## src/hdl/vga_params.svh

```systemverilog
`ifndef VGA_PARAMS_SVH
`define VGA_PARAMS_SVH

// Horizontal timing, 800x600 at 60 Hz, 40 MHz pixel clock.
`define VGA_H_ACTIVE 800
`define VGA_H_FRONT 40
`define VGA_H_SYNC 128
`define VGA_H_TOTAL 1056

// Vertical timing in lines.
`define VGA_V_ACTIVE 600
`define VGA_V_FRONT 1
`define VGA_V_SYNC 4
`define VGA_V_TOTAL 628

// Width of both pixel counters.
`define VGA_CNT_W 11

// Start screen stripe geometry.
`define ST_STRIPE_WIDTH 32
`define ST_STRIPE_COUNT 25
`define ST_STRIPE_HEIGHT 64

`endif
```

## src/hdl/vga_pkg.sv

```systemverilog
package vga_pkg;

  // Per channel view of a pixel color.
  typedef struct packed {
    logic [3:0] red;
    logic [3:0] green;
    logic [3:0] blue;
  } rgb_ch_t;

  // 12-bit color, seen as one word or as three channels.
  typedef union packed {
    logic [11:0] word;
    rgb_ch_t     ch;
  } rgb_t;

  // Start screen palette.
  localparam logic [11:0] BLACK_START  = 12'h000;
  localparam logic [11:0] WHITE_START  = 12'hfff;
  localparam logic [11:0] RED_START    = 12'hf00;
  localparam logic [11:0] GREEN_START  = 12'h0f0;
  localparam logic [11:0] BLUE_START   = 12'h00f;
  localparam logic [11:0] YELLOW_START = 12'hff0;

endpackage

```

## src/hdl/start_screen_top.sv

```systemverilog
`include "vga_params.svh"

module start_screen_top
  import vga_pkg::*;
(
  input  logic       clk,
  input  logic       rst,
  output logic       vga_hsync,
  output logic       vga_vsync,
  output logic [3:0] vga_r,
  output logic [3:0] vga_g,
  output logic [3:0] vga_b
);

  // Timing generator to drawing stage.
  logic [`VGA_CNT_W-1:0] tim_hcount;
  logic [`VGA_CNT_W-1:0] tim_vcount;
  logic                  tim_hsync;
  logic                  tim_vsync;
  logic                  tim_hblnk;
  logic                  tim_vblnk;

  // Drawing stage to output stage.
  logic                  drw_hsync;
  logic                  drw_vsync;
  logic                  drw_hblnk;
  logic                  drw_vblnk;
  rgb_t                  drw_rgb;

  vga_timing u_vga_timing (
    .clk    (clk),
    .rst    (rst),
    .hcount (tim_hcount),
    .vcount (tim_vcount),
    .hsync  (tim_hsync),
    .vsync  (tim_vsync),
    .hblnk  (tim_hblnk),
    .vblnk  (tim_vblnk)
  );

  draw_start_screen u_draw_start_screen (
    .clk       (clk),
    .rst       (rst),
    .hcount_in (tim_hcount),
    .vcount_in (tim_vcount),
    .hsync_in  (tim_hsync),
    .vsync_in  (tim_vsync),
    .hblnk_in  (tim_hblnk),
    .vblnk_in  (tim_vblnk),
    .hcount    (),
    .vcount    (),
    .hsync     (drw_hsync),
    .vsync     (drw_vsync),
    .hblnk     (drw_hblnk),
    .vblnk     (drw_vblnk),
    .rgb       (drw_rgb)
  );

  // Counts end at the drawing stage; the output side needs only levels.
  vga_out u_vga_out (
    .clk       (clk),
    .rst       (rst),
    .hsync_in  (drw_hsync),
    .vsync_in  (drw_vsync),
    .hblnk     (drw_hblnk),
    .vblnk     (drw_vblnk),
    .rgb       (drw_rgb),
    .vga_hsync (vga_hsync),
    .vga_vsync (vga_vsync),
    .vga_r     (vga_r),
    .vga_g     (vga_g),
    .vga_b     (vga_b)
  );

endmodule

```

## src/hdl/vga_out.sv

```systemverilog
module vga_out
  import vga_pkg::*;
(
  input  logic       clk,
  input  logic       rst,
  input  logic       hsync_in,
  input  logic       vsync_in,
  input  logic       hblnk,
  input  logic       vblnk,
  input  rgb_t       rgb,
  output logic       vga_hsync,
  output logic       vga_vsync,
  output logic [3:0] vga_r,
  output logic [3:0] vga_g,
  output logic [3:0] vga_b
);

  logic blank;

  assign blank = hblnk || vblnk;

  // Black outside the visible area.
  always_ff @(posedge clk) begin
    if (rst) begin
      vga_hsync <= 1'b0;
      vga_vsync <= 1'b0;
      vga_r     <= '0;
      vga_g     <= '0;
      vga_b     <= '0;
    end else begin
      vga_hsync <= hsync_in;
      vga_vsync <= vsync_in;
      vga_r     <= blank ? 4'h0 : rgb.ch.red;
      vga_g     <= blank ? 4'h0 : rgb.ch.green;
      vga_b     <= blank ? 4'h0 : rgb.ch.blue;
    end
  end

  a_blank_black: assert property (
    @(posedge clk) disable iff (rst)
    blank |=> (vga_r == 4'h0) && (vga_g == 4'h0) && (vga_b == 4'h0)
  );

endmodule

```

## src/hdl/draw_start_screen.sv

```systemverilog
`include "vga_params.svh"

module draw_start_screen
  import vga_pkg::*;
(
  input  logic                  clk,
  input  logic                  rst,
  input  logic [`VGA_CNT_W-1:0] hcount_in,
  input  logic [`VGA_CNT_W-1:0] vcount_in,
  input  logic                  hsync_in,
  input  logic                  vsync_in,
  input  logic                  hblnk_in,
  input  logic                  vblnk_in,
  output logic [`VGA_CNT_W-1:0] hcount,
  output logic [`VGA_CNT_W-1:0] vcount,
  output logic                  hsync,
  output logic                  vsync,
  output logic                  hblnk,
  output logic                  vblnk,
  output rgb_t                  rgb
);

  localparam int SEL_W    = $clog2(`ST_STRIPE_COUNT);
  localparam int LAST_IDX = `ST_STRIPE_COUNT - 1;
  localparam int BAND_TOP = `ST_STRIPE_HEIGHT;
  localparam int BAND_BOT = `VGA_V_ACTIVE - `ST_STRIPE_HEIGHT;

  // Stripe colors from left to right.
  localparam logic [11:0] STRIPE_COLORS [0:`ST_STRIPE_COUNT-1] = '{
    YELLOW_START, RED_START,    BLACK_START,  GREEN_START,  WHITE_START,
    RED_START,    BLUE_START,   WHITE_START,  RED_START,    YELLOW_START,
    BLACK_START,  YELLOW_START, GREEN_START,  RED_START,    YELLOW_START,
    BLUE_START,   BLACK_START,  WHITE_START,  GREEN_START,  RED_START,
    BLUE_START,   YELLOW_START, WHITE_START,  GREEN_START,  RED_START
  };

  logic [`VGA_CNT_W-1:0] stripe_idx;
  logic [SEL_W-1:0]      stripe_sel;
  logic                  in_band;
  rgb_t                  rgb_nxt;

  assign stripe_idx = hcount_in / `ST_STRIPE_WIDTH;

  // Everything past the last stripe boundary keeps the last color.
  assign stripe_sel = (stripe_idx >= LAST_IDX) ? SEL_W'(LAST_IDX) : stripe_idx[SEL_W-1:0];

  assign in_band = (vcount_in >= BAND_TOP) && (vcount_in <= BAND_BOT);

  always_comb begin
    rgb_nxt.word = STRIPE_COLORS[stripe_sel];
    if (in_band) begin
      rgb_nxt.word = WHITE_START;
    end
  end

  always_ff @(posedge clk) begin
    if (rst) begin
      hcount <= '0;
      vcount <= '0;
      hsync  <= 1'b0;
      vsync  <= 1'b0;
      hblnk  <= 1'b0;
      vblnk  <= 1'b0;
      rgb    <= '0;
    end else begin
      hcount <= hcount_in;
      vcount <= vcount_in;
      hsync  <= hsync_in;
      vsync  <= vsync_in;
      hblnk  <= hblnk_in;
      vblnk  <= vblnk_in;
      rgb    <= rgb_nxt;
    end
  end

endmodule

```

## src/hdl/vga_timing.sv

```systemverilog
`include "vga_params.svh"

module vga_timing (
  input  logic                  clk,
  input  logic                  rst,
  output logic [`VGA_CNT_W-1:0] hcount,
  output logic [`VGA_CNT_W-1:0] vcount,
  output logic                  hsync,
  output logic                  vsync,
  output logic                  hblnk,
  output logic                  vblnk
);

  localparam int H_SYNC_START = `VGA_H_ACTIVE + `VGA_H_FRONT;
  localparam int H_SYNC_END   = H_SYNC_START + `VGA_H_SYNC - 1;
  localparam int V_SYNC_START = `VGA_V_ACTIVE + `VGA_V_FRONT;
  localparam int V_SYNC_END   = V_SYNC_START + `VGA_V_SYNC - 1;

  logic [`VGA_CNT_W-1:0] h_cnt;
  logic [`VGA_CNT_W-1:0] v_cnt;
  logic                  h_last;
  logic                  v_last;

  assign h_last = (h_cnt == `VGA_H_TOTAL - 1);
  assign v_last = (v_cnt == `VGA_V_TOTAL - 1);

  // Free-running pixel position.
  always_ff @(posedge clk) begin
    if (rst) begin
      h_cnt <= '0;
      v_cnt <= '0;
    end else if (h_last) begin
      h_cnt <= '0;
      v_cnt <= v_last ? '0 : v_cnt + 1'b1;
    end else begin
      h_cnt <= h_cnt + 1'b1;
    end
  end

  // Counts with their sync and blanking decodes, one register stage.
  always_ff @(posedge clk) begin
    if (rst) begin
      hcount <= '0;
      vcount <= '0;
      hsync  <= 1'b0;
      vsync  <= 1'b0;
      hblnk  <= 1'b0;
      vblnk  <= 1'b0;
    end else begin
      hcount <= h_cnt;
      vcount <= v_cnt;
      hsync  <= (h_cnt >= H_SYNC_START) && (h_cnt <= H_SYNC_END);
      vsync  <= (v_cnt >= V_SYNC_START) && (v_cnt <= V_SYNC_END);
      hblnk  <= (h_cnt >= `VGA_H_ACTIVE);
      vblnk  <= (v_cnt >= `VGA_V_ACTIVE);
    end
  end

  // Presented position never leaves the frame.
  a_count_range: assert property (
    @(posedge clk) disable iff (rst)
    (hcount < `VGA_H_TOTAL) && (vcount < `VGA_V_TOTAL)
  );

endmodule

```

## config.mk

```make
export PLATFORM = sky130hd
export DESIGN_NAME = start_screen_top
export DESIGN_NICKNAME = d
export VERILOG_FILES = /design/src/hdl/vga_pkg.sv /design/src/hdl/start_screen_top.sv /design/src/hdl/vga_out.sv /design/src/hdl/draw_start_screen.sv /design/src/hdl/vga_timing.sv
export VERILOG_INCLUDE_DIRS = /design/src /design/src/hdl
export SDC_FILE = /design/constraint.sdc
export NUM_CORES = 1
export LEC_CHECK = 0
export ABC_AREA = 1
export BUFFER_PORTS_ARGS = -buffer_cell sky130_fd_sc_hd__buf_2
export CAP_MARGIN = 20
export CORE_AREA = 8 8 67 81
export DETAILED_ROUTE_END_ITERATION = 12
export DIE_AREA = 0 0 75 89
export GPL_ROUTABILITY_DRIVEN = 0
export PLACE_DENSITY = 0.88
export SYNTH_ARGS = -nofsm -noshare
export SYNTH_HDL_FRONTEND = slang
export SYNTH_SLANG_ARGS = --single-unit
```

## constraint.sdc

```tcl
create_clock -name clk -period 2.9 [get_ports clk]
set_input_delay 0 -clock clk [delete_from_list [all_inputs] [get_ports clk]]
set_output_delay 0 -clock clk [all_outputs]
set_load 0.05 [all_outputs]
```

==> flow_results.org <==
** Status
- Result of the run :: finished, final reports clean

** Global routing
- Entering global routing, the biggest net connects 33 pins.
- The via count of the first global-routing pass came to 2000.
- Total grt overflow :: 0
- The number of antenna violations at the first check in global routing was 0.
- In the global route stage, overall resource usage came out at 0.157.
- Global-route wire length before repair :: around 8 mm

** Timing
- Timing would allow up to about 0.56 GHz.
- Measured against its own limit, the worst slew margin works out to 0.634.
- Setup repair after global routing left no endpoint under its margin.
- The count of endpoints failing hold in the final timing report is 0.
- Of the available clock period, the critical path in the final layout requires 0.621.
- The routed design could run at a clock period as short as approximately 1.8 ns.
- After layout, the worst setup slack is approximately 1.1 ns.
- Post-route setup TNS :: 0 ns
- Final-report setup violation count :: 0
- Hold is met by 0.156 ns.
- For the pin with the worst max-slew slack, the measured transition is 0.548 ns.
- Slew Limit Fails :: 0
- Final setup skew :: between 0.007 and 0.008 ns

** Setup path
- Slowest Stage Delay on Critical Path :: approximately 0.40 ns
- Worst flop-to-flop path endpoint :: u_vga_timing.v_cnt[9]
- Counting cells, the worst reg-to-reg path comes to 8.
- By startpoint and endpoint, the worst setup path is classified as reg -> reg.
- Slowest cell on crit path :: dfxtp_1
- In this run the worst path has a maximum fanout of 14.
- STA puts the critical path data arrival time at 2.01 ns.
- Family with the most delay on the worst path :: simple AND/OR/NAND/NOR gates
- In this run the critical register-to-register path is launched from u_vga_timing.h_cnt[0].
- The critical path goes through ha_1 -> nand3_4 -> nor2_1 -> nand2_2 -> nand2_2 -> nand2_1 -> inv_1 -> nor2_1.
- Type of element capturing the critical path :: flop
- Reg2reg setup slack :: around 1.1 ns
- Buffers & Inverters on Critical Path :: 1
- Crit path launch type :: flop
- For the worst setup path, the data required time is approximately 3.1 ns.

** Worst hold path
- In this run the worst hold path is classified as in -> reg.
- The startpoint identified for the worst hold timing path is rst.
- The worst hold path terminates at u_vga_timing.hcount[6].
- Hold-critical path depth :: 2

** Finish
- The library cell used most frequently in the layout, excluding fill and tap cells, is nand2_1.
- Fraction of layout instances using a drive strength above 1 :: 0.0820
- Fillcell total :: ~330
- For this run, the post-layout net count is ~380.
- Number of antenna diodes :: 0
- Once layout is complete, the utilization of the core stands at 0.667.
- Leaving out fill and tap cells, the most frequent cells in the layout are nand2_1, nor2_1, inv_1, dfxtp_1, nand3_1.
- From synthesis to final layout, the design area changed by 7.25%.

** Die
- The floorplan has 26 rows.
- The die is ~75 um wide.
- In this run the vertical extent of the chip is between 80 and 90 um.
- I/O Pins :: 16
- The initial utilization of the core area, before any placement, comes to 0.622.
- The floorplan step defined a die boundary enclosing ~6700 um^2.
- Placeable Area :: roughly 4100 um^2

** Placement
- In this run the tool buffered the top-level ports with 15 buffer cells.
- HPWL Detailed :: 3.43 mm
- OpenSTA, run right after detailed placement, puts the worst setup slack at approximately 1.1 ns.

** Synth
- Flip-flop and latch count after synthesis :: 55
- Post-synthesis cell area :: between 2000 and 3000 um^2
- The share of synthesized area in the top cell type comes to 0.428.
- In the post-synthesis netlist, the biggest area contributors are dfxtp_1, nand2_1, nor2_1.
- Summed over all instances, the cell type with the most area after synthesis is dfxtp_1.
- Post-synthesis net count :: approximately 370
- After technology mapping, the gate count stands at 357.
- The netlist uses 24 different library cells.
- The Yosys step of the flow raised 0 warnings.
- Sequential cell area fraction in the yosys report :: 0.428
- After synthesis, the mean cell area works out to 7.20 um^2.

** Routing
- Count of vias placed by the detailed router :: ~2100
- For this block, the routed nets add up to around 4.7 mm of wire.
- DRC :: 0
- Detail-routed via count per cell :: slightly above 5
- The first detailed-routing pass took 4 iterations.
- The detail route stage leaves a number of antenna-violating nets equal to 0.
- In the final routed layout, each cell accounts on average for 11.2 um.
- In this run, the number of DRC markers left after iteration 0 of detailed routing was ~140.

** Clock network
- The clock net in this run drives a total of 55 sinks.
- Max H-tree Level :: 2
- TritonCTS clock tree :: built
- Skew-Pair Late Insertion Delay :: roughly 0.31 ns
- Post-CTS timing repair inserted 0 buffers for setup.
- Number of clock buffers inserted by TritonCTS :: 5
- CTS resizes :: 0
- Maximum buffer depth of the clock tree :: 2
- Hold repair after CTS inserted 0 buffers.
- Clk slew on worst S/H paths :: 0.09 ns
- In this run the clock root is driven by a clkbuf_8.

** Power and ir drop
- Power density over the cells :: approximately 510 nW/um^2
- In this run the static leakage power is 1.19 nW.
- Across the VDD grid, the largest voltage drop is between 0.3 and 0.4 mV.

** Flow run
- Count of max-cap constraint violations :: 0
==> cell families (layout without fill, tap and decap cells) <==
logic type | after synthesis | in the layout | synth area share
and+or+nand+nor | 188 | 188 | 0.337
buffers and inverters | 69 | 78 | 0.116
DFF | 55 | 55 | 0.428
AOI/OAI and AO/OA | 33 | 33 | 0.0647
adders and majority gates | 9 | 9 | 0.0438
xor gates and xnor gates | 3 | 3 | 0.0102
==> flip-flops by register name (all words and copies together) (netlist names) <==
register / count
u_draw_start_screen.rgb: 3
u_vga_timing.hsync: 1
u_vga_timing.vcount: 11
u_vga_timing.vblnk: 1
u_draw_start_screen.hsync: 1
u_vga_out.vga_g: 1
u_vga_timing.hcount: 6
u_vga_timing.v_cnt: 11
u_vga_out.vga_b: 1
u_vga_timing.hblnk: 1
u_vga_timing.h_cnt: 11
u_draw_start_screen.vblnk: 1
u_draw_start_screen.vsync: 1
u_vga_out.vga_r: 1
u_vga_out.vga_vsync: 1
u_vga_timing.vsync: 1
u_vga_out.vga_hsync: 1
u_draw_start_screen.hblnk: 1
==> synth_stat cells <==
cell / n
buf_4: 10
nor3_4: 3
nor3_1: 11
nand3_1: 27
dfxtp_1: 55
o22ai_1: 1
nand3_2: 1
nor3b_1: 1
ha_1: 9
nand2_2: 2
buf_2: 1
nand4_1: 13
o21ai_0: 9
nand3_4: 1
nor2_1: 61
xnor2_1: 1
nand3b_1: 1
clkbuf_1: 3
xor2_1: 2
nor3b_2: 1
nor4_1: 1
inv_1: 55
nand2_1: 65
a21oi_1: 23
==> metrics by stage <==
| step | instance area, um^2 | power, W | cells |
|---|---|---|---|
| after floorplan | 2570 | 0.000833 | 357 |
| after global placement | 2630 | 0.000837 | 414 |
| after detailed placement | 2630 | 0.000839 | 414 |
| after CTS | 2760 | 0.00141 | 422 |
| after global routing | 2760 | 0.00144 | 422 |
| final | 2760 | 0.00140 | 422 |
==> report_power, final <==
| group | total (W) | switching (W) | internal (W) |
|---|---|---|---|
| combinational | 0.0000534 | 0.0000425 | 0.0000109 |
| sequential | 0.000767 | 0.00000591 | 0.000761 |
| clock | 0.000576 | 0.000231 | 0.000345 |
| total | 0.00140 | 0.000280 | 0.00112 |
==> layout make-up <==
| class | count | area (um^2) | area share |
|---|---|---|---|
| inverter | 55 | 206 | 0.0749 |
| tap | 56 | 70.1 | 0.0254 |
| clock buffer | 6 | 72.6 | 0.0263 |
| sequential | 55 | 1100 | 0.399 |
| multi-input combinational | 233 | 1170 | 0.425 |
| timing repair buffer | 15 | 75.1 | 0.0272 |
| clock inverter | 2 | 60.1 | 0.0218 |
==> worst max-delay path by stage <==
stage	start	cells after the start	to	slack, ns
6_report	u_vga_timing.h_cnt[0]	8	u_vga_timing.v_cnt[9]	1.10
5_1_grt	u_vga_timing.h_cnt[0]	8	u_vga_timing.v_cnt[9]	0.93
4_1_cts	u_vga_timing.h_cnt[0]	8	u_vga_timing.v_cnt[9]	1.10
3_5_place_dp	u_vga_timing.h_cnt[0]	8	u_vga_timing.v_cnt[9]	1.11
3_3_place_gp	u_vga_timing.h_cnt[0]	8	u_vga_timing.v_cnt[9]	1.19
2_1_floorplan	u_vga_timing.hcount[10]	11	u_draw_start_screen.rgb[10]	1.32
==> per-layer routing <==
layer	vias up	part of all wire	GRT usage
li1	1138	-	-
met1	936	0.43	0.167
met2	60	0.48	0.276
met3	12	0.061	0.0415
met4	0	0.027	0.0786
met5	-	0	0
==> worst register-to-register path, cell delays in order, from the launching register on <==
cell and delay, ns:
dfxtp_1 0.40, ha_1 0.29, nand3_4 0.16, nor2_1 0.16
nand2_2 0.11, nand2_2 0.24, nand2_1 0.16, inv_1 0.13
nor2_1 0.05
No activity file was read; power rests on OpenSTA's default activity.
